===== config.mk =====
export PLATFORM = sky130hd
export DESIGN_NAME = commonDataBus
export DESIGN_NICKNAME = d
export VERILOG_FILES = /design/src/logic/tomasuloPkg.sv /design/src/logic/commonDataBus.sv
export VERILOG_INCLUDE_DIRS = /design/src /design/src/logic
export SDC_FILE = /design/constraint.sdc
export NUM_CORES = 1
export LEC_CHECK = 0
export BUFFER_PORTS_ARGS = -buffer_cell sky130_fd_sc_hd__buf_4
export CORE_MARGIN = 4
export CORE_UTILIZATION = 27
export DETAILED_ROUTE_END_ITERATION = 16
export PLACE_DENSITY_LB_ADDON = 0.08
export SLEW_MARGIN = 40
export SYNTH_ARGS = -nofsm -noshare
export SYNTH_HDL_FRONTEND = slang
export SYNTH_SLANG_ARGS = --single-unit
export TNS_END_PERCENT = 30

===== constraint.sdc =====
create_clock -name vclk -period 1.07
set_input_delay 0.0535 -clock vclk [all_inputs]
set_output_delay 0.0535 -clock vclk [all_outputs]
set_load 0.005 [all_outputs]

===== src/logic/tomasulo_defines.svh =====
`ifndef TOMASULO_DEFINES_SVH
`define TOMASULO_DEFINES_SVH

// datapath and register file
`define DATA_W 32
`define REG_AW 5

// entries per reservation station
`define RS_DEPTH 4

// product latency in cycles
`define MUL_STAGES 3

// msb picks the station, low bits the entry
`define TAG_W 3

`endif


===== src/logic/tomasuloPkg.sv =====
`default_nettype none
`include "tomasulo_defines.svh"

package tomasuloPkg;

    // opcode and function field values
    localparam logic [5:0] opSpecial = 6'h00;
    localparam logic [5:0] opAddi    = 6'h08;
    localparam logic [5:0] fnAdd     = 6'h20;
    localparam logic [5:0] fnSub     = 6'h22;
    localparam logic [5:0] fnMul     = 6'h18;

    // one instruction word, two field layouts
    typedef union packed {
        struct packed {
            logic [5:0] op;
            logic [4:0] rs;
            logic [4:0] rt;
            logic [4:0] rd;
            logic [4:0] shamt;
            logic [5:0] func;
        } rType;
        struct packed {
            logic [5:0]  op;
            logic [4:0]  rs;
            logic [4:0]  rt;
            logic [15:0] immd16;
        } iType;
    } instrWord_u;

    typedef enum logic [1:0] {
        opAdd,
        opSub,
        opMul
    } aluOp_e;

    // producer of a pending value
    typedef struct packed {
        logic              valid;
        logic [`TAG_W-1:0] id;
    } tag_t;

endpackage

`default_nettype wire


===== src/logic/commonDataBus.sv =====
`timescale 1ns/1ps
`default_nettype none
`include "tomasulo_defines.svh"

module commonDataBus (
    input  wire logic               addValid,
    input  wire logic [`DATA_W-1:0] addData,
    input  wire tomasuloPkg::tag_t  addTag,
    input  wire logic               mulValid,
    input  wire logic [`DATA_W-1:0] mulData,
    input  wire tomasuloPkg::tag_t  mulTag,
    output logic                    addGrant,
    output logic                    mulGrant,
    output logic                    cdbValid,
    output logic [`DATA_W-1:0]      cdbData,
    output tomasuloPkg::tag_t       cdbTag
);

    // multiplier first, it stalls a deeper pipe
    assign mulGrant = mulValid;
    assign addGrant = addValid && !mulValid;

    // --------------------
    // broadcast mux
    // --------------------
    assign cdbValid = addValid || mulValid;
    assign cdbData  = mulValid ? mulData : addData;
    assign cdbTag   = mulValid ? mulTag : addTag;

    // the two stations own separate tag halves
    always_comb begin
        assert (!(addValid && mulValid) || addTag.id != mulTag.id);
    end

endmodule

`default_nettype wire


======== After elaboration in Yosys (flattened, before gate mapping) ========
Index checks and enable logic that the tools add are counted.
storage, ports and cells
  register bits ........................... 0
  input port bits ......................... 74
  output and inout port bits .............. 39
  word-level logic and storage cells ...... 5
operators by class
  multiplexer cells ....................... 2
  reductions and logical operators ........ 3
operators with widths
  kind               count
  32-bit 2-to-1 mux  1
  4-bit 2-to-1 mux   1
  1-bit logical AND  1
  1-bit logical NOT  1
  1-bit logical OR   1

======== Logic depth before layout (Yosys ltp) ========
  depth after elaboration ................. 2
  depth in mapped cells ................... 3
  gate-level depth less buffers ........... 1

======== Worst setup path before layout ========
No wires, ideal clock.
  path type ............................... input port to output port
  start ................................... input port mulValid
  end ..................................... output port cdbData[15]
  arrival time ............................ 643 ps
  data required time ...................... 1016 ps
  slack ................................... 373 ps
  cell stages on the path ................. 3
  buffers on the path ..................... 2
  path through ............................ buf_6 buf_6 mux2_4
between the ends
  longest elaborated chain between the ends .. 1
ends and longest elaborated chain
  element            line                 RTL
  start, declared    commonDataBus.sv:9   input wire logic mulValid,
  32-bit 2-to-1 mux  commonDataBus.sv:27  assign cdbData = mulValid ? mulData : addData;
  end, declared      commonDataBus.sv:15  output logic [`DATA_W-1:0] cdbData,
No other way between the ends.

======== Worst setup path after layout ========
  start ................................... input port mulValid
  end ..................................... output port cdbData[1]
Same word-level chain as after synthesis.

==> results.md <==
* Number of sequential storage elements at 0
* Power consumption at 0.0005854 W
* Total nets after synthesis at 117
* Iteration-0 DRC Markers at 1
* Number of endpoints failing setup at the final stage at 0
* Detailed-route wire length on metal 1 at 953 um
* Status: finished, final reports clean
* Max-Slew Margin vs Limit at 0.7397
* GRT overflow at 0
* Most used cells in the layout excluding fill and tap cells: buf_4 (112), mux2_4 (18), mux2_2 (18)
* Vias after detailed routing at about 810
* Final std cells w/o fill at 176
* Met2 wirelength from detailed routing at 1418 um
* Chip Height at 52.38 um
* I/O pins at 113
* Share of the synthesized netlist area taken by xor and xnor gates at 0
* Number of cells in the design after placement at 176
* Worst min path class: input pin to primary output
* Static leakage power at 0.7671 nW
* Tightest Pin Transition at a little under 0.4 ns
* Kind of start point of the critical path: input pin
* Number of buffer and inverter instances along the worst setup path at 2
* Met3 routed wirelength at a little over 500 um
* CP peak stage delay at 0.39 ns
* Slowest cell on the critical path: mux2_2
* Global-route wire length before repair at 4133 um
* Final routed wire length divided by cell count at 16.41 um
* Area added between synthesis and finish at 157.4%
* HPWL Detailed at 2627 um
* Final hold violations at 0
* Starting density of the core at 0.2951
* Post-synthesis cell area at 531.8 um^2
* Number of remaining DRC errors at 0
* Num rows at 15
* Dominant delay contributor by cell family on the critical path: buffers and inverters
* Maximum VDD drop at 253.8 uV
* Crit path DAT at 0.91 ns
* Total global-route track usage at 0.1975
* Synthesis Warnings at 0
* Initial antenna violation count at 0
* Worst endpoint required time at 1.02 ns
* Endpoint type of the worst setup path: primary output
* Basic-gate share of the synthesized area counting and, or, nand and nor cells at 0.02353
* Via count of the first global-routing pass at 834
* Largest family of logic cells by synthesized area: multiplexers
* Storage cell area at 0 um^2
* Count of TritonRoute iterations in the first routing pass at 4
* Final WL at between 2000 and 3000 um
* Most common library cell in the layout ignoring fill and taps: buf_4
* Via/cell ratio at 4.608
* Max-slew violation count at 0
* CP Max Fanout at 39
* Post-synthesis instance total at 43
* Remaining antenna violation count after routing at 0
* Fmax at between 1000 and 1500 MHz
* Post-route clock period utilization at 0.9034
* Ant diodes at 0
* Worst hold margin at 0.3818 ns
* Post-CTS setup buffer count at 0
* Number of different library cells in the post-synthesis netlist at 7
* Die Width at 52.38 um
* Adder-Cell Fraction of Synth Area at 0
* Input/output buffers at 113
* Fraction of synthesized area in multiplexers at 0.8894
* Part of the Yosys area used for sequential elements at 0
* Type of the worst setup path: input pin to primary output
* Highest metal layer used by the detailed router: met4
* Net count reported at finish at 227
* Post-synthesis average cell area at 12.37 um^2
* Die outline area at 0.002744 mm^2
* Final GP Congestion at ~0.80
* Synth Area in Compound Gates at 0
* Maximum number of pins on one net before global-route repair at 40
* Maxcap violations at 0
* Time the final worst path needs with I/O delays and setup at between 0.9 and 1 ns
* Fraction of final layout cells sized beyond drive strength 1 at 0.9934
* Cell-by-cell trace of the critical path: buf_6 > mux2_2 > buf_4
* Setup repair after global routing missed its margin: no
* CLK BUF at 0
* Placeable core region at 0.001802 mm^2
* Post-layout util at 0.7597
* Power per cell area at 427.7 mW/mm^2
cells in the mapped netlist:
cell type	instances	area [um^2]
nor2b_1	1	6.260
mux2_2	18	202.7
buf_2	1	5.000
mux2_4	18	270.3
or2_2	1	6.260
buf_4	1	7.510
buf_6	3	33.78
path summary, 6_finish.rpt:
path                  from         end  slack (ns)  depth (start not counted)
setup / recovery  mulValid  cdbData[1]        0.10                          3
hold / removal    addValid    cdbValid        0.38                          3
where the power goes:
part           internal, W  total (W)  leakage [nW]  switching, W
combinational     0.000426   0.000585         0.767      0.000159
clock                    0          0             0             0
sequential               0          0             0             0
total             0.000426   0.000585         0.767      0.000159
repair_timing:
action	CTS	global route
resized for setup	1	0
hold buffers	0	0
endpoints found under the setup margin	18	0
cells by family (layout without fill, tap and decap cells):
| group | Yosys count | in the layout |
|---|---|---|
| buf+inv | 5 | 113 |
| mux | 36 | 36 |
| simple gates | 2 | 2 |
stage by stage:
| step | area (um^2) | TNS, ns | worst slack [ns] |
|---|---|---|---|
| 2_1_floorplan | 531.8 | 0 | 0.3733 |
| 3_3_place_gp | 1365 | -0.1672 | -0.02067 |
| 3_5_place_dp | 1365 | -0.3899 | -0.03270 |
| 4_1_cts | 1369 | 0 | 0.09817 |
| 5_1_grt | 1369 | 0 | 0.05670 |
| 6_report | 1369 | 0 | 0.1033 |
metal layers:
layer | up-vias | track usage
met3 | 2 | 0.08262
li1 | 378 | -
met1 | 353 | 0.2121
met2 | 78 | 0.3760
met5 | - | 0
met4 | 0 | 0
final cells by class:
| class | instances | area, um^2 |
|---|---|---|
| Timing Repair Buffer | 113 | 852.1 |
| Fill cell | 131 | 432.9 |
| Tap cell | 25 | 31.28 |
| Multi-Input combinational cell | 38 | 485.5 |
(Power assumes the default switching activity.)
