==> config.mk <==
export PLATFORM = sky130hd
export DESIGN_NAME = issueControl
export DESIGN_NICKNAME = d
export VERILOG_FILES = /design/src/logic/tomasuloPkg.sv /design/src/logic/issueControl.sv
export VERILOG_INCLUDE_DIRS = /design/src /design/src/logic
export SDC_FILE = /design/constraint.sdc
export NUM_CORES = 1
export LEC_CHECK = 0
export BUFFER_PORTS_ARGS = -buffer_cell sky130_fd_sc_hd__buf_2
export CAP_MARGIN = 20
export CORE_ASPECT_RATIO = 1.25
export CORE_MARGIN = 5
export CORE_UTILIZATION = 28
export CTS_CLUSTER_SIZE = 14
export DETAILED_ROUTE_END_ITERATION = 6
export PLACE_DENSITY = 0.8
export SETUP_SLACK_MARGIN = 0.15
export SLEW_MARGIN = 20
export SYNTH_ARGS = -nofsm -noshare
export SYNTH_HDL_FRONTEND = slang
export SYNTH_SLANG_ARGS = --single-unit
==> constraint.sdc <==
create_clock -name clk -period 1.7 [get_ports clk]
set_input_delay 0.17 -clock clk [delete_from_list [all_inputs] [get_ports clk]]
set_output_delay 0.17 -clock clk [all_outputs]
set_load 0.005 [all_outputs]
==> src/logic/tomasulo_defines.svh <==
`ifndef TOMASULO_DEFINES_SVH
`define TOMASULO_DEFINES_SVH

// datapath and register file
`define DATA_W 32
`define REG_AW 5

// entries per reservation station
`define RS_DEPTH 4

// product latency in cycles
`define MUL_STAGES 3

// msb picks the station, low bits the entry
`define TAG_W 3

`endif

==> src/logic/tomasuloPkg.sv <==
`default_nettype none
`include "tomasulo_defines.svh"

package tomasuloPkg;

    // opcode and function field values
    localparam logic [5:0] opSpecial = 6'h00;
    localparam logic [5:0] opAddi    = 6'h08;
    localparam logic [5:0] fnAdd     = 6'h20;
    localparam logic [5:0] fnSub     = 6'h22;
    localparam logic [5:0] fnMul     = 6'h18;

    // one instruction word, two field layouts
    typedef union packed {
        struct packed {
            logic [5:0] op;
            logic [4:0] rs;
            logic [4:0] rt;
            logic [4:0] rd;
            logic [4:0] shamt;
            logic [5:0] func;
        } rType;
        struct packed {
            logic [5:0]  op;
            logic [4:0]  rs;
            logic [4:0]  rt;
            logic [15:0] immd16;
        } iType;
    } instrWord_u;

    typedef enum logic [1:0] {
        opAdd,
        opSub,
        opMul
    } aluOp_e;

    // producer of a pending value
    typedef struct packed {
        logic              valid;
        logic [`TAG_W-1:0] id;
    } tag_t;

endpackage

`default_nettype wire

==> src/logic/issueControl.sv <==
`timescale 1ns/1ps
`default_nettype none
`include "tomasulo_defines.svh"

module issueControl (
    input  wire logic                    clk,
    input  wire logic                    arstN,
    input  wire logic                    issueValid,
    input  wire tomasuloPkg::instrWord_u issueWord,
    input  wire logic                    addFull,
    input  wire logic                    mulFull,
    output logic                         issueReady,
    output logic                         illegalPulse,
    output logic                         addWrite,
    output logic                         mulWrite,
    output tomasuloPkg::aluOp_e          stationOp,
    output logic [`REG_AW-1:0]           srcA,
    output logic [`REG_AW-1:0]           srcB,
    output logic [`REG_AW-1:0]           destAddr,
    output logic                         destWrite,
    output logic [`DATA_W-1:0]           immValue,
    output logic                         useImm
);
    import tomasuloPkg::*;

    logic isRType;
    logic isAddi;
    logic legal;
    logic needMul;
    logic accept;

    // --------------------
    // decode
    // --------------------
    assign isRType = issueWord.rType.op == opSpecial;
    assign isAddi  = issueWord.iType.op == opAddi;

    always_comb begin
        legal     = isAddi;
        stationOp = opAdd;
        if (isRType) begin
            case (issueWord.rType.func)
                fnAdd: legal = 1'b1;
                fnSub: begin
                    legal     = 1'b1;
                    stationOp = opSub;
                end
                fnMul: begin
                    legal     = 1'b1;
                    stationOp = opMul;
                end
                default: legal = 1'b0;
            endcase
        end
    end

    // rs/rt sit in the same place in both views
    assign srcA     = issueWord.rType.rs;
    assign srcB     = issueWord.rType.rt;
    assign destAddr = isAddi ? issueWord.iType.rt : issueWord.rType.rd;
    assign useImm   = isAddi;
    // sign extended immediate
    assign immValue = {{(`DATA_W - 16){issueWord.iType.immd16[15]}}, issueWord.iType.immd16};

    // --------------------
    // stall and allocate
    // --------------------
    assign needMul = stationOp == opMul;

    // illegal words never stall, they just get eaten
    assign issueReady = !(legal && (needMul ? mulFull : addFull));
    assign accept     = issueValid && issueReady && legal;
    assign addWrite   = accept && !needMul;
    assign mulWrite   = accept && needMul;
    // r0 keeps no tag
    assign destWrite  = accept && (destAddr != '0);

    always_ff @(posedge clk or negedge arstN) begin
        if (!arstN) begin
            illegalPulse <= 1'b0;
        end else begin
            illegalPulse <= issueValid && !legal;
        end
    end

    // a station only fills up behind one of our own writes
    assert property (@(posedge clk) disable iff (!arstN) $rose(addFull) |-> $past(addWrite));
    assert property (@(posedge clk) disable iff (!arstN) $rose(mulFull) |-> $past(mulWrite));

endmodule

`default_nettype wire

**After elaboration in Yosys (flattened, before gate mapping)**

Index checks and enable logic that the tools add are counted.
W data, S select, Z words.

- Bits in registers: 1
- Bits of input ports: 37
- Output and inout bits: 55
- Logic and storage cells: 25

- Equality and inequality tests: 5
- Multiplexer cells: 6
- Reductions and logical operators: 13

Operator list:

| cell | number |
|---|---|
| $eq A6 B6 Y1 const B | 2 |
| $logic_and A1 B1 Y1 | 7 |
| $eq A6 B4 Y1 const B | 1 |
| $eq A6 B5 Y1 const B | 1 |
| $logic_not A6 Y1 | 1 |
| $mux W5 | 1 |
| $reduce_bool A5 Y1 | 1 |
| $pmux W2 S2 | 1 |
| $logic_not A1 Y1 | 3 |
| $mux W1 | 3 |
| $reduce_or A3 Y1 | 1 |
| $eq A2 B2 Y1 const B | 1 |
| $mux W2 | 1 |

**Logic depth before layout (Yosys ltp)**

- Depth in word-level cells: 10
- Gate-level depth with buffers: 4

**Least setup slack after synthesis**

OpenSTA, ideal clock, no wires.

- Path type: input-to-output
- Start: input port issueWord[26] in the netlist's numbering
- End: output port destWrite
- Data arrival time: 1,389 ps
- Required time: 1,530 ps
- Path slack: 141 ps
- Cell stages on the path: 4
- Buffers on the path: 0
- Path through: or4_4 -> nor3_4 -> mux2i_1 -> and4_1

- Longest elaborated chain between the ends: 9
- Elaborated cells on any way between the ends: 13
- Those cells by class: eq/ne (2); mux (4); reduce/logical (7)

Ends and longest elaborated chain:

| item | line | text |
|---|---|---|
| from (decl) | issueControl.sv:9 | `input wire tomasuloPkg::instrWord_u issueWord,` |
| $logic_not A6 Y1 | issueControl.sv:35 | `assign isRType = issueWord.rType.op == opSpecial;` |
| $mux W2 | issueControl.sv:41 | `if (isRType) begin` |
| net stationOp[1] | issueControl.sv:16 | `output tomasuloPkg::aluOp_e stationOp,` |
| $eq A2 B2 Y1 | issueControl.sv:68 | `assign needMul = stationOp == opMul;` |
| $mux W1 | issueControl.sv:71 | `assign issueReady = !(legal && (needMul ? mulFull : addFull));` |
| $logic_and A1 B1 Y1 | issueControl.sv:71 |  |
| $logic_not A1 Y1 | issueControl.sv:71 |  |
| $logic_and A1 B1 Y1 (2 in a row) | issueControl.sv:72 | `assign accept = issueValid && issueReady && legal;` |
| $logic_and A1 B1 Y1 | issueControl.sv:76 | `assign destWrite = accept && (destAddr != '0);` |
| to (decl) | issueControl.sv:20 | `output logic destWrite,` |

The timed path passes the listed nets, and every way through them passes these cells.

**Worst setup path in the final report**

- Start: input port issueWord[29] in the netlist's numbering
- End: output port destWrite

- Longest elaborated chain between the ends: 9
- Elaborated cells on any way between the ends: 13
- Those cells by class: eq/ne (2); mux (4); reduce/logical (7)

Ends and longest elaborated chain:

| item | line |
|---|---|
| $logic_not A6 Y1 | issueControl.sv:35 |
| $mux W2 | issueControl.sv:41 |
| $eq A2 B2 Y1 | issueControl.sv:68 |
| $mux W1 | issueControl.sv:71 |
| $logic_and A1 B1 Y1 | issueControl.sv:71 |
| $logic_not A1 Y1 | issueControl.sv:71 |
| $logic_and A1 B1 Y1 (2 in a row) | issueControl.sv:72 |
| $logic_and A1 B1 Y1 (*) | issueControl.sv:76 |

Every way passes the cells marked *; elsewhere a longest branch is shown, timed or not.

==> run_results.csv <==
group,metric,value,unit
setup_path,worstSetupPathType,"in -> out",
synth,synth.avg_cell_area,7.83,um^2
setup_path,cp.arrival,1580,ps
synth,syn_area,579,um^2
flow_run,maxCapViolCount,0,
detailed_routing,drcViolationCount,0,
power,comb_power_share,83.7,%
grt,grtUsageTotal,9.56,%
floorplanning,initial_core_util,29.2,%
synth,async_flop_share,100,%
timing,hold_ws,340,ps
worst_hold_path,hold_start,"issueWord[10]",
grt,first_global_vias,572,
grt,grt-ovfl-total,0,
timing,layout_setup_ws,-45.3,ps
synth,yosysUniqueCellTypes,23,
placement,dp_hpwl,1.51,mm
cells_and_area,largest_registers,"illegalPulse x1",
power,p_per_area,212,nW/um^2
floorplanning,row_count,18,
setup_path,required,1530,ps
floorplanning,pin_count,92,
synth,ys_warn_count,0,
run_status,status,"finished, violations left",
grt,antenna_found_initial,0,
synth,synth-edff-count,0,
worst_hold_path,min_path_type,"in -> out",
power,power.switching,0.0587,mW
timing,fin_crit_sh,103,%
cells_and_area,largest_register,"illegalPulse",
grt,grt_max_degree,20,
placement,placed_area,682,um^2
detailed_routing,num_vias,565,
synth,synth_ff_type,"dfrtp_1",
timing,hold_viol,0,
detailed_routing,first_pass_iters,2,
placement,io_buffer_count,71,
worst_hold_path,hold_end,"immValue[10]",
synth,synth_cells,74,
cells_and_area,syn_to_final_growth,29.2,%
power,switching_share,37.0,%
run_status,violations,"negative setup slack",
timing,drv_slew,0,
cells_and_area,final_nets,149,
synth,synth_seq_area_share,4.32,%
timing,setup_viol,2,
timing,rsz0062_at_grt,"yes",
power,vdd_drop_max,0.0940,mV
timing,max_slew_margin,85.2,%
synth,synth_seq_cells,1,
cells_and_area,largest_reg_flops,1,
power,power.internal,0.0997,mW
worst_hold_path,hold_depth,0,
floorplanning,core_area,1980,um^2
power,seq_power_share,16.3,%
detailed_routing,vias_per_cell,4.35,
detailed_routing,drt_iter0_markers,2,
floorplanning,dieArea,3080,um^2
detailed_routing,drt_wl_total,1.72,mm
cells_and_area,n_antenna_cell,0,
timing,tightest_slew,220,ps
detailed_routing,wl_per_cell,13.2,um
cells_and_area,final_layout_size_suffix_gt1_share,83.6,%
cells_and_area,finalInstanceArea,748,um^2
setup_path,cp-start-kind,"input pin",
placement,gp_congestion,0.694,
power,power,0.158,mW
setup_path,worstSetupEndpointType,"output pin",
grt,grt_pass1_wl,2.43,mm
power,p_leak,0.442,nW
synth,synth.net_count,111,
timing,period_minus_slack,1750,ps
detailed_routing,drtAntennaViolNets,0,
timing,tns,-45.8,ps
timing,timing.fmax,573,MHz
floorplanning,dieHeight,60.9,um
setup_path,crit_fanout,3,
floorplanning,dieWidth,50.7,um
power,p_clk_share,0,%
cells_and_area,utilization,37.8,%
==> cells in the mapped netlist (2+ instances only) <==
library cell | number | area [um^2]
buf_4 | 42 | 315
nor3_1 | 2 | 10.0
or4_4 | 2 | 22.5
mux2_2 | 5 | 56.3
nor2_1 | 3 | 11.3
nand2_1 | 2 | 7.51
inv_1 | 2 | 7.51
==> layout by cell type, fill, tap and decap left out, types with 2 or more instances in the layout <==
cell,synthesis,routed
inv_1,2,2
mux2_2,5,5
nor3_1,2,2
buf_6,0,4
buf_2,0,68
or4_4,2,2
nor2_1,3,2
buf_4,42,5
nand2_1,2,2
==> per-stage QoR <==
stage | setup slack [ps] | std cells
finish | -45.3 | 130
global route | -99.0 | 130
CTS | -49.1 | 129
detailed placement | -134 | 128
global placement | -80.1 | 128
floorplan | 151 | 74
==> worst max-delay path by stage <==
stage | to | slack, ps | cells after the start | startpoint
final | destWrite | -50 | 6 | issueWord[29]
after global routing | destWrite | -100 | 6 | issueWord[30]
after CTS | destWrite | -50 | 6 | issueWord[30]
after detailed placement | addWrite | -130 | 6 | issueWord[26]
after global placement | addWrite | -80 | 6 | issueWord[26]
after floorplan | destWrite | 150 | 4 | issueWord[0]
==> worst max-delay path, cell delays in order <==
cell     delay, ps
buf_6           90
or4_4          550
nor3_4         220
mux2i_1        230
and4_1         200
buf_2          110
==> power groups by stage <==
stage	combinational, mW	clock, mW	sequential, mW
2_1_floorplan	0.102	0	0.0261
3_3_place_gp	0.124	0	0.0257
3_5_place_dp	0.126	0	0.0258
4_1_cts	0.132	0	0.0258
5_1_grt	0.146	0	0.0258
6_report	0.133	0	0.0258
==> kinds of logic (layout without fill, tap and decap cells) <==
kind of cell           Yosys count  count (layout)  share of synthesized area, %
AO/OA/AOI/OAI                    3               3                          3.24
buffers and inverters           44              80                          55.7
flip-flops                       1               1                          4.32
multiplexers                     6               6                          11.4
AND/OR/NAND/NOR                 20              20                          25.3
==> repair_timing <==
action | CTS | global route
gates resized for setup | 6 | 5
buffers inserted | 0 | 1
hold buffers | 1 | 0
setup endpoints to repair | 10 | 10
pin swaps | 6 | 5
endpoints found under the hold margin | 1 | 0
==> area by class of cell <==
cell class | count | area (um^2)
Fill cell | 222 | 1230
Timing Repair Buffer | 78 | 433
Multi-Input combinational cell | 29 | 258
Sequential cell | 1 | 25.0
Tap cell | 20 | 25.0
Inverter | 2 | 7.51
==> layer usage <==
metal  up-vias  wire length [um]  global-route usage (%)
met1       244               512                    9.24
met4         0                 4                   0.365
li1        282                 -                       -
met5         -                 0                       0
met3         2               203                    1.72
met2        37               996                    21.1
(Power assumes the default switching activity.)
