File: src/logic/tomasulo_defines.svh
`ifndef TOMASULO_DEFINES_SVH
`define TOMASULO_DEFINES_SVH

// datapath and register file
`define DATA_W 32
`define REG_AW 5

// entries per reservation station
`define RS_DEPTH 4

// product latency in cycles
`define MUL_STAGES 3

// msb picks the station, low bits the entry
`define TAG_W 3

`endif

File: src/logic/tomasuloPkg.sv
`default_nettype none
`include "tomasulo_defines.svh"

package tomasuloPkg;

    // opcode and function field values
    localparam logic [5:0] opSpecial = 6'h00;
    localparam logic [5:0] opAddi    = 6'h08;
    localparam logic [5:0] fnAdd     = 6'h20;
    localparam logic [5:0] fnSub     = 6'h22;
    localparam logic [5:0] fnMul     = 6'h18;

    // one instruction word, two field layouts
    typedef union packed {
        struct packed {
            logic [5:0] op;
            logic [4:0] rs;
            logic [4:0] rt;
            logic [4:0] rd;
            logic [4:0] shamt;
            logic [5:0] func;
        } rType;
        struct packed {
            logic [5:0]  op;
            logic [4:0]  rs;
            logic [4:0]  rt;
            logic [15:0] immd16;
        } iType;
    } instrWord_u;

    typedef enum logic [1:0] {
        opAdd,
        opSub,
        opMul
    } aluOp_e;

    // producer of a pending value
    typedef struct packed {
        logic              valid;
        logic [`TAG_W-1:0] id;
    } tag_t;

endpackage

`default_nettype wire

File: src/logic/mulUnit.sv
`timescale 1ns/1ps
`default_nettype none
`include "tomasulo_defines.svh"

module mulUnit (
    input  wire logic               clk,
    input  wire logic               arstN,
    input  wire logic               dispatchValid,
    input  wire logic [`DATA_W-1:0] dispatchA,
    input  wire logic [`DATA_W-1:0] dispatchB,
    input  wire tomasuloPkg::tag_t  dispatchTag,
    input  wire logic               grant,
    output logic                    accept,
    output logic                    resultValid,
    output logic [`DATA_W-1:0]      resultData,
    output tomasuloPkg::tag_t       resultTag
);
    import tomasuloPkg::*;

    localparam int LAST = `MUL_STAGES - 1;

    logic [`MUL_STAGES-1:0] stageValid;
    logic [`DATA_W-1:0]     stageData [`MUL_STAGES];
    tag_t                   stageTag  [`MUL_STAGES];
    logic                   stall;

    // whole pipe freezes behind an ungranted product
    assign stall  = stageValid[LAST] && !grant;
    assign accept = !stall;

    always_ff @(posedge clk or negedge arstN) begin
        if (!arstN) begin
            stageValid <= '0;
        end else if (!stall) begin
            stageValid <= {stageValid[LAST-1:0], dispatchValid};
        end
    end

    // low word of the product, then carried along
    always_ff @(posedge clk) begin
        if (!stall) begin
            stageData[0] <= dispatchA * dispatchB;
            stageTag[0]  <= dispatchTag;
            for (int i = 1; i < `MUL_STAGES; i++) begin
                stageData[i] <= stageData[i-1];
                stageTag[i]  <= stageTag[i-1];
            end
        end
    end

    assign resultValid = stageValid[LAST];
    assign resultData  = stageData[LAST];
    assign resultTag   = stageTag[LAST];

endmodule

`default_nettype wire

File: config.mk
export PLATFORM = sky130hd
export DESIGN_NAME = mulUnit
export DESIGN_NICKNAME = d
export VERILOG_FILES = /design/src/logic/tomasuloPkg.sv /design/src/logic/mulUnit.sv
export VERILOG_INCLUDE_DIRS = /design/src /design/src/logic
export SDC_FILE = /design/constraint.sdc
export NUM_CORES = 1
export LEC_CHECK = 0
export ABC_AREA = 0
export BUFFER_PORTS_ARGS = -buffer_cell sky130_fd_sc_hd__buf_2
export CAP_MARGIN = 20
export CELL_PAD_IN_SITES_DETAIL_PLACEMENT = 2
export CELL_PAD_IN_SITES_GLOBAL_PLACEMENT = 2
export CORE_MARGIN = 2
export CORE_UTILIZATION = 46
export DETAILED_ROUTE_END_ITERATION = 6
export PLACE_DENSITY = 0.95
export RECOVER_POWER = 25
export SLEW_MARGIN = 20
export SYNTH_ARGS = -nofsm -noshare
export SYNTH_HDL_FRONTEND = slang
export SYNTH_SLANG_ARGS = --single-unit
export TNS_END_PERCENT = 50
File: constraint.sdc
create_clock -name clk -period 8.1 [get_ports clk]
set_clock_uncertainty 0.2 [all_clocks]
set_input_delay 0.405 -clock clk [delete_from_list [all_inputs] [get_ports clk]]
set_output_delay 0.405 -clock clk [all_outputs]
set_load 0.02 [all_outputs]
### After elaboration in Yosys (flattened, before gate mapping)

Memory sizes are Yosys's and may differ from the RTL's.
Index checks and enable logic that the tools add are counted.

* muxes and demuxes: 1
* multiply operators: 1
* reductions and logical operators: 3

Operator list (count)
* $mul A32 B32 Y32: 1
* $logic_not A1 Y1: 2
* $logic_and A1 B1 Y1: 1
* $mux W1: 1

* register bits: 3
* memories kept: 2
* output and inout port bits: 38
* bits in writable memories: 108
* input port bits: 72

Memory list
* stageData: words 3, width 32, read ports 3, clocked after memory_dff 0, wr ports 3, line mulUnit.sv:23 `` logic [`DATA_W-1:0] stageData [`MUL_STAGES]; ``
* stageTag: words 3, width 4, read ports 3, clocked after memory_dff 0, wr ports 3, line mulUnit.sv:24 `` tag_t stageTag [`MUL_STAGES]; ``

### Depth between registers and ports, before layout

Gate-level depths: netlist (run 1).

* depth in word-level cells: 3
* gate-level depth with buffers: 26
* gate-level depth less buffers: 24

### Worst setup path before layout (run 1)

No wires, ideal clock.

* path type: in2reg
* start point: in dispatchB[3]
* end point: mem stageData[0][30] (netlist name), data pin
* path slack: 1.032 ns
* arrival: 6.610 ns
* path buffers: 2
* required time: 7.642 ns
* stages on the path: 23
* cells stage by stage: clkbuf_1 clkbuf_1 and2_1 fa_1 inv_1 fa_1 fa_1 fa_1 inv_1 fa_1 inv_1 fa_1 inv_1 fa_1 fa_1 ha_1 and4_1 nand2_1 a2bb2oi_2 o21ai_2 or4_4 a211o_1 xor2_1

RTL lines
* start: declaration: line mulUnit.sv:10 `` input wire logic [`DATA_W-1:0] dispatchB, ``
* end: declaration: line mulUnit.sv:23

==> results of run 1 <==
Yosys cell counts:
cell / number
a311oi_1: 1
o41a_1: 1
dfrtp_1: 3
buf_4: 36
a31oi_1: 2
and4_1: 4
nand2_1: 172
o21ai_0: 12
nand4_1: 1
nand3b_1: 1
o21a_1: 6
a211oi_1: 7
nor2b_1: 2
o21ai_1: 1
inv_1: 356
fa_1: 408
nor3b_1: 1
a211oi_2: 1
xnor2_1: 68
and2_1: 367
ha_1: 123
a21oi_1: 26
a21o_1: 6
a211o_1: 1
edfxtp_1: 108
o21bai_1: 3
o21ai_2: 1
o2111ai_1: 1
and3_2: 1
nand3_1: 3
or4_4: 1
clkbuf_1: 80
o31a_2: 1
nor2_1: 14
and3_1: 2
o41ai_4: 1
xor2_1: 16
a2bb2oi_2: 1
nor3_1: 3
nand2b_1: 5
mux2_2: 2
registers in the layout (all words and copies together) (netlist names):
| signal | cells |
|---|---|
| stageTag | 12 |
| stageData | 96 |
| stageValid | 3 |
layout by cell type, fill, tap and decap left out, types with 4 or more instances in the layout:
cell type / Yosys / routed
a21oi_1: 26 / 26
fa_1: 408 / 408
buf_2: 0 / 108
buf_4: 36 / 11
ha_1: 123 / 123
o21a_1: 6 / 6
and4_1: 4 / 4
dlygate4sd3_1: 0 / 5
xor2_1: 16 / 16
xnor2_1: 68 / 68
clkbuf_16: 0 / 9
a21o_1: 6 / 6
nand2b_1: 5 / 4
inv_1: 356 / 356
and2_1: 367 / 367
o21ai_0: 12 / 12
nor2_1: 14 / 14
nand2_1: 172 / 172
a211oi_1: 7 / 7
edfxtp_1: 108 / 108
cell families (layout without fill, tap and decap cells):
kind of cell	after synthesis	in the layout	synth area share
flops	111	111	0.172
other cells	0	1	0
compound gates	72	72	0.0250
fa+ha+maj	531	531	0.502
buf+inv	472	497	0.0986
xor+xnor	84	84	0.0381
simple gates	577	577	0.163
mux	2	2	0.00117
through the flow:
stage,setup slack (ns),util
after detailed placement,0.241,0.482
after global routing,0.371,0.491
after floorplan,1.03,-
final,0.540,0.491
after CTS,0.606,0.491
after global placement,0.622,0.482
per-layer routing:
layer  up-vias  share of wire  track usage
met5         -        0.00035            0
met4         4          0.063        0.208
met3       265          0.060       0.0760
met2       588           0.52        0.624
met1      7279           0.35        0.386
li1       5495              -            -
layout make-up:
cell class                 count  area (um2)
antenna                        1        2.50
clock inverter                 7         124
sequential                   111        3320
inverter                     356        1340
clock buffer                   9         225
fill                        4323       21200
timing repair buffer         125         677
tap                          539         674
multi-input combinational   1266       14100
how the worst min path moves through the flow:
stage	cells past startpoint	to
after global routing	2	stageValid[0]
after CTS	2	stageValid[0]
final	2	stageValid[0]
after global placement	1	stageValid[2]
after detailed placement	1	stageValid[2]
after floorplan	0	stageValid[0]
worst register-to-register path, delay by kind of cell (launching register included):
family,cells,cell delay (ns)
muxes,1,0.42
buffers and inverters,1,0.81
DFF,1,0.41
and+or+nand+nor,1,0.44
==> out/qor.yml, run 1 <==
setup_path:
  cp_num_cells: 21
  cp.arrival_ns: 7.47
  regToRegSetupSlack_ns: 5.71
  startpoint_type: "primary input"
  path_cells: "buf_2, and2_1, fa_1, inv_1, fa_1, fa_1, inv_1, fa_1, inv_1, fa_1, fa_1, fa_1, fa_1, xnor2_1, xnor2_1, xnor2_1, xnor2_1, xnor2_1, xnor2_1, xnor2_1, xnor2_1"
  max_stage_delay_ns: 0.62
  reg2reg_to: "stageValid[1]"
  cp.required_ns: 8.02
  crit_path_end_kind: "flop"
  cp_top_family: "adder cells"
  crit_end: "stageData[0][31]"
  crit_buf_inv: 4
  r2r-start: "stageValid[2]"
  crit_type: "in2reg"
  worstPathMaxFanout: 24
  cp_slowest_cell: "xnor2_1"
  cp-startpoint: "dispatchA[8]"
  reg2reg_depth: 3
clock_network:
  cts_made_buffers: 9
  cts_hold_buffers: 5
  cts_num_sinks: 111
  cts_resized: 0
  post_cts_buffers: 0
  clk_pin_slew_ns: 0.08
  cts_tree: "yes"
  clock_path_buffers: 2
  h-tree-depth: 3
  clkLatencyLatePin_ns: 0.40
  clockRootBuffer: "clkbuf_16"
route:
  dr.pass1.iters: 5
  num_vias: 13600
  drc: 0
  detail_route.wl_per_cell_um: 30.4
  drt_wl_total_um: 73300
  drtIter0Drc: 769
  vias_per_cell: 5.65
  ant_nets: 0
layout:
  layout-drive-gt1-share: 0.0774
  finalInstanceArea_um2: 20500
  area_growth_syn_to_layout_pct: 5.90
  layoutNonFillerInstCount: 2414
  nets: 2472
timing:
  max_slew_margin: 0.361
  final_max_slew_viol_count: 0
  fmax_mhz: 132
  post-route-min-period_ns: 7.56
  worst_slew_pin_slew_ns: 0.959
  tns_ns: 0
  rsz0062_at_grt: "false"
  hold_viol_final: 0
  holdWs_ns: 0.0665
  setup_viol: 0
  period_share: 0.933
logic_synthesis:
  ys_seq_area_frac: 0.172
  yosysTopAreaCell: "fa_1"
  syn_avg_cell_area_um2: 10.5
  yosys-top-cells-area: "fa_1 (42%), edfxtp_1 (17%), and2_1 (12%), ha_1 (8.0%), inv_1 (6.9%)"
  synthCells: 1849
  synth_area_um2: 19300
  synth_cell_types: 41
  ys_ff_latch: 111
  yosysWarnings: 0
  synth.top_cell.area_share: 0.423
  syn-num-nets: 2452
die:
  core-area_um2: 41700
  fp.dieW_um: 209
  die_h_um: 209
  fp.dieArea_um2: 43700
  initial_core_util: 0.464
  io_pins: 110
  rows: 75
placement:
  dp.cells: 2392
  place_area_um2: 20100
  port_buffers: 109
  gp_congestion: 0.864
  dp_hpwl_um: 57000
min_path:
  hp-start: "dispatchValid"
  hp-class: "in2reg"
global_routing:
  grt_pass1_wl_um: 110000
  grt_start_max_net_pins: 72
  grt_usage: 0.351
  grt_pass1_vias: 16900
  grt_overflow: 0
  antenna_found_initial: 3
flow_run:
  drv_cap: 0
status:
  status: "finished, final reports clean"
Power of run 1 is not shown: default switching activity piles up to over one toggle a cycle in this logic, so the estimate is an artifact.
==> run 2, diff against run 1 <==
--- a/config.mk
+++ b/config.mk
@@ -13,6 +13,7 @@
 export CELL_PAD_IN_SITES_GLOBAL_PLACEMENT = 2
 export CORE_MARGIN = 2
 export CORE_UTILIZATION = 46
+export CTS_BUF_LIST = sky130_fd_sc_hd__clkbuf_4
 export DETAILED_ROUTE_END_ITERATION = 6
 export PLACE_DENSITY = 0.95
 export RECOVER_POWER = 25
==> constraint.sdc (replaced) <==
create_clock -name clk -period 9 [get_ports clk]
set_clock_uncertainty 0.2 [all_clocks]
set_input_delay 0.45 -clock clk [delete_from_list [all_inputs] [get_ports clk]]
set_output_delay 0.45 -clock clk [all_outputs]
set_load 0.02 [all_outputs]
==> out/qor.yml, run 2 (synthesis gave the netlist of run 1 again) <==
layout:
  final-seq-area_um2: 3320  # unchanged
  layoutNonFillerInstCount: 2408  # -0.25%
  nFillCells: 4332  # +0.21%
  top_register: "stageData"
  layout-drive-gt1-share: 0.0739  # -0.00350
  multiInputGateArea_um2: 14100  # unchanged
  final_cell_mix: "fa_1 (408), and2_1 (367), inv_1 (356)"
  finalInstanceArea_um2: 20200  # -1.1%
  largest_register_ffs: 96  # unchanged
  final_common_cell: "fa_1"
  nets: 2466  # -0.24%
  area_growth_syn_to_layout_pct: 4.74
  largest_registers: "stageData (96), stageTag (12), stageValid (3)"
setup_path:
  crit_type: "in2reg"
  startpoint_type: "primary input"
  crit_end: "stageData[0][31]"
  cp.required_ns: 9.14  # +1.12 ns
  r2r-start: "stageValid[2]"
  cp_top_family: "adder cells"
  cp_num_cells: 23  # +9.5%
  cp.arrival_ns: 7.58  # +0.11 ns
  cp-startpoint: "dispatchB[8]"
  path_cells: "buf_2, nand2_1, fa_1, inv_1, fa_1, fa_1, inv_1, fa_1, inv_1, fa_1, inv_1, fa_1, inv_1, fa_1, fa_1, ha_1, nor3b_1, o41a_1, a21oi_1, a31oi_1, a21oi_1, o21ai_0, xnor2_1"
  reg2reg_to: "stageValid[1]"
  crit_buf_inv: 6  # +2
  max_stage_delay_ns: 0.53  # -0.09 ns
  regToRegSetupSlack_ns: 6.58  # +0.87 ns
  reg2reg_depth: 3  # unchanged
  worst_path_most_repeated_cell: "fa_1"
  worstPathMaxFanout: 24  # unchanged
  crit_path_end_kind: "flop"
  cp_slowest_cell: "fa_1"
placement:
  dp_hpwl_um: 57100  # +0.22%
  dp.cells: 2384  # -0.33%
  gp_congestion: 0.866  # +0.29%
  pre_cts_slack_ns: 0.961  # +0.720 ns
  port_buffers: 109  # unchanged
  place_area_um2: 20000  # -0.30%
clock_network:
  clk_pin_slew_ns: 0.25  # +0.17 ns
  h-tree-depth: 3  # unchanged
  cts_made_buffers: 9  # unchanged
  clkLatencyLatePin_ns: 0.63  # +0.23 ns
  cts_resized: 0  # unchanged
  post_cts_buffers: 0  # unchanged
  cts_tree: "yes"
  clock_path_buffers: 2  # unchanged
  clockRootBuffer: "clkbuf_4"
  cts_num_sinks: 111  # unchanged
timing:
  final_max_slew_viol_count: 0  # unchanged
  period_share: 0.827
  worst_slew_pin_slew_ns: 0.993  # +0.0342 ns
  fmax_mhz: 134
  max_slew_margin: 0.338  # -0.0228
  post-route-min-period_ns: 7.45
  rsz0062_at_grt: "false"
  setup_ws_ns: 1.55  # +1.01 ns
  tns_ns: 0  # unchanged
  hold_viol_final: 0  # unchanged
  setup_viol: 0  # unchanged
global_routing:
  antenna_found_initial: 3  # unchanged
  grt_usage: 0.331  # -0.0206
  grt_pass1_wl_um: 105000  # -4.1%
  grt_overflow: 0  # unchanged
  grt_start_max_net_pins: 73  # +1.4%
  grt_pass1_vias: 16900  # -0.28%
route:
  detail_route.wl_per_cell_um: 28.5  # -6.1%
  vias_per_cell: 5.57  # -1.3%
  drtIter0Drc: 745  # -3.1%
  drc: 0  # unchanged
  dr.pass1.iters: 5  # unchanged
  ant_nets: 0  # unchanged
  num_vias: 13400  # -1.5%
  drt_wl_total_um: 68700  # -6.3%
min_path:
  hp-class: "reg2reg"
status:
  status: "finished, final reports clean"
die:
  io_pins: 110  # unchanged
  rows: 75  # unchanged
  initial_core_util: 0.464  # unchanged
  die_h_um: 209  # unchanged
  fp.dieW_um: 209  # unchanged
  fp.dieArea_um2: 43700  # unchanged
  core-area_um2: 41700  # unchanged
flow_run:
  drv_cap: 0  # unchanged
[run 2: changes by cell type in the layout (fill, tap and decap cells not counted), moves of 2 or more]
cell / before / now
clkbuf_16: 9 / 0
clkbuf_4: 0 / 9
buf_4: 11 / 3
bufinv_16: 2 / 0
dlygate4sd3_1: 5 / 7
inv_12: 0 / 2
[run 2: how the worst min path moves through the flow]
stage	startpoint	endpoint	slack (ns)	cells past startpoint
detailed placement	arstN	stageValid[2]	0.05	1
finish	stageData[0][49]	stageData[0][81]	0.21	0
global placement	arstN	stageValid[2]	0.04	1
CTS	dispatchA[0]	stageData[0][0]	0.20	2
floorplan	arstN	stageValid[0]	-0.05	0
global route	dispatchA[0]	stageData[0][0]	0.21	2
[run 2: timing repair]
action,CTS,global route
hold buffers,7,0
setup endpoints to repair,0,0
endpoints found under the hold margin,8,0
[run 2: final cells by class]
cell class | instances | share of cell area
Multi-Input combinational cell | 1266 | 0.697
Sequential cell | 111 | 0.164
Inverter | 356 | 0.0660
Tap cell | 539 | 0.0333
Timing Repair Buffer | 119 | 0.0315
Clock inverter | 7 | 0.00476
Clock buffer | 9 | 0.00334
Antenna cell | 1 | 0.000124
[run 2: metrics by stage]
stage	util	hold slack (ns)
detailed placement	0.480	0.0501
global route	0.486	0.215
global placement	0.480	0.0449
floorplan	-	-0.0456
finish	0.486	0.210
CTS	0.486	0.200
[run 2: per-layer routing]
layer | track usage | vias up | wire length (um)
li1 | - | 5477 | -
met4 | 0.187 | 0 | 4260
met1 | 0.370 | 7222 | 25100
met5 | 0 | - | 0
met2 | 0.592 | 488 | 35900
met3 | 0.0624 | 236 | 3490
Power of run 2 is left out for the same reason.
==> run 3, diff against run 2 <==
--- a/config.mk
+++ b/config.mk
@@ -12,10 +12,10 @@
 export CELL_PAD_IN_SITES_DETAIL_PLACEMENT = 2
 export CELL_PAD_IN_SITES_GLOBAL_PLACEMENT = 2
 export CORE_MARGIN = 2
-export CORE_UTILIZATION = 46
+export CORE_UTILIZATION = 39
 export CTS_BUF_LIST = sky130_fd_sc_hd__clkbuf_4
 export DETAILED_ROUTE_END_ITERATION = 6
-export PLACE_DENSITY = 0.95
+export PLACE_DENSITY = 0.86
 export RECOVER_POWER = 25
 export SLEW_MARGIN = 20
 export SYNTH_ARGS = -nofsm -noshare
==> constraint.sdc (replaced) <==
create_clock -name clk -period 6 [get_ports clk]
set_clock_uncertainty 0.2 [all_clocks]
set_input_delay 0.3 -clock clk [delete_from_list [all_inputs] [get_ports clk]]
set_output_delay 0.3 -clock clk [all_outputs]
set_load 0.02 [all_outputs]
==> out/qor.yml, run 3 (synthesis gave the netlist of run 1 again) <==
flow_run:
  drv_cap: 0  # unchanged
route:
  vias_per_cell: 5.88  # +5.5%
  num_vias: 16300  # +21%
  drt_wl_total_um: 104000  # +51%
  drc: 0  # unchanged
  ant_nets: 0  # unchanged
  drtIter0Drc: 1468  # +97%
  dr.pass1.iters: 5  # unchanged
  detail_route.wl_per_cell_um: 37.5  # +31%
global_routing:
  grt_pass1_vias: 18900  # +12%
  grt_usage: 0.353  # +0.0220
  grtUsageMet1: 0.353  # -0.0164
  grt_overflow: 0  # unchanged
  grt_start_max_net_pins: 61  # -16%
  grt_pass1_wl_um: 127000  # +20%
  gr-usage-met3: 0.0701  # +0.00774
  grt.busiest_layer: "met2"
  antenna_found_initial: 9  # +6
  met2_usage: 0.630  # +0.0377
min_path:
  hp-class: "in2reg"
  hp-start: "dispatchTag[1]"
layout:
  top_register: "stageData"
  nets: 2691  # +9.1%
  final_cell_mix: "fa_1 (376), and2_1 (356), inv_1 (340)"
  layoutNonFillerInstCount: 2764  # +15%
  largest_register_ffs: 96  # unchanged
  final_common_cell: "fa_1"
  layout-drive-gt1-share: 0.237  # +0.163
  area_growth_syn_to_layout_pct: 19.5
  largest_registers: "stageData (96), stageTag (12), stageValid (3)"
timing:
  final_max_slew_viol_count: 0  # unchanged
  max_slew_margin: 0.324  # -0.0143
  setup_ws_ns: -0.952  # -2.51 ns
  setup_viol: 20  # +20
  period_share: 1.16
  post-route-min-period_ns: 6.95
  worst_slew_pin_slew_ns: 1.01  # +0.0214 ns
  rsz0062_at_grt: "true"
  hold_viol_final: 0  # unchanged
  fmax_mhz: 144
clock_network:
  cts_num_sinks: 111  # unchanged
  clock_path_buffers: 2  # unchanged
  clk_pin_slew_ns: 0.18  # -0.07 ns
  h-tree-depth: 3  # unchanged
  clockRootBuffer: "clkbuf_4"
  cts_tree: "yes"
  clkLatencyLatePin_ns: 0.61  # -0.02 ns
  cts_made_buffers: 9  # unchanged
status:
  status: "complete, but fails checks"
  violations: "negative setup slack"
setup_path:
  worstPathMaxFanout: 6  # -75%
  r2r-start: "stageValid[2]"
  startpoint_type: "primary input"
  crit_path_end_kind: "flop"
  cp-startpoint: "dispatchA[17]"
  cp_slowest_cell: "fa_1"
  cp_top_family: "adder cells"
  path_cells: "buf_2, buf_4, buf_4, and2_1, fa_1, inv_1, fa_1, fa_1, fa_1, fa_1, fa_1, fa_1, fa_2, xnor2_2, xnor2_2, xnor2_2, xnor2_2, xnor2_2, xnor2_1, xnor2_1, buf_4, xnor2_1"
  worst_path_most_repeated_cell: "fa_1"
  crit_buf_inv: 5  # -1
  cp.required_ns: 6.18  # -2.96 ns
  max_stage_delay_ns: 0.66  # +0.13 ns
  cp.arrival_ns: 7.13  # -0.45 ns
  crit_type: "in2reg"
die:
  rows: 81  # +8.0%
  initial_core_util: 0.395  # -0.0691
  die_h_um: 227  # +8.4%
  fp.dieW_um: 227  # +8.4%
  fp.dieArea_um2: 51400  # +18%
  core-area_um2: 49000  # +17%
  io_pins: 110  # unchanged
placement:
  dp.cells: 2712  # +14%
  gp_congestion: 0.856  # -1.2%
  port_buffers: 109  # unchanged
  dp_hpwl_um: 65800  # +15%
-- run 3: worst paths after layout --
| path | slack (ns) | cells past startpoint | endpoint |
|---|---|---|---|
| worst min register to register | 0.23 | 0 | stageData[0][48] |
| max in group asynchronous | 5.10 | 3 | stageValid[1] |
| worst max-delay path | -0.95 | 22 | stageData[0][31] |
| min in group asynchronous | 0.35 | 3 | stageValid[0] |
| worst min-delay path | 0.20 | 2 | stageTag[0][1] |
| worst max register to register | 3.66 | 2 | stageData[0][14] |
-- run 3: routing by layer --
metal / share of wire / wire [um]
met1: 0.32 / 33400
met2: 0.48 / 49900
met3: 0.076 / 7930
met4: 0.12 / 12300
met5: 0.00083 / 86
-- run 3: final cells by class --
| type | instances | area, um2 |
|---|---|---|
| multi-input combinational | 1266 | 14800 |
| tap | 664 | 831 |
| timing repair buffer | 344 | 2690 |
| clock buffer | 10 | 75.1 |
| clock inverter | 6 | 55.1 |
| sequential | 111 | 3320 |
| inverter | 356 | 1340 |
| fill | 4971 | 25900 |
| antenna | 7 | 17.5 |
-- run 3: worst register-to-register path, stage by stage (launching register included) --
cell	delay [ns]
dfrtp_1	0.45
nand2b_4	0.60
buf_4	0.73
-- run 3: through the flow --
step	hold WS (ns)	cell area [um2]	TNS (ns)	utilization	setup WS [ns]
after global routing	0.173	23100	-10.52	0.471	-0.888
after CTS	0.125	22600	-3.04	0.462	-0.386
after floorplan	-0.196	19400	-5.86	-	-0.791
after detailed placement	-0.0976	21800	-22.18	0.446	-1.56
after global placement	-0.106	21800	-13.63	0.446	-1.08
final	0.204	23100	-10.53	0.472	-0.952
-- run 3: timing repair --
action | CTS | global route
gates resized for setup | 135 | 81
hold endpoints to repair | 8 | 0
setup buffers | 14 | 7
pin swaps | 36 | 29
hold buffers | 7 | 0
gates cloned | 0 | 1
endpoints found under the setup margin | 17 | 20
Power of run 3 is left out for the same reason.
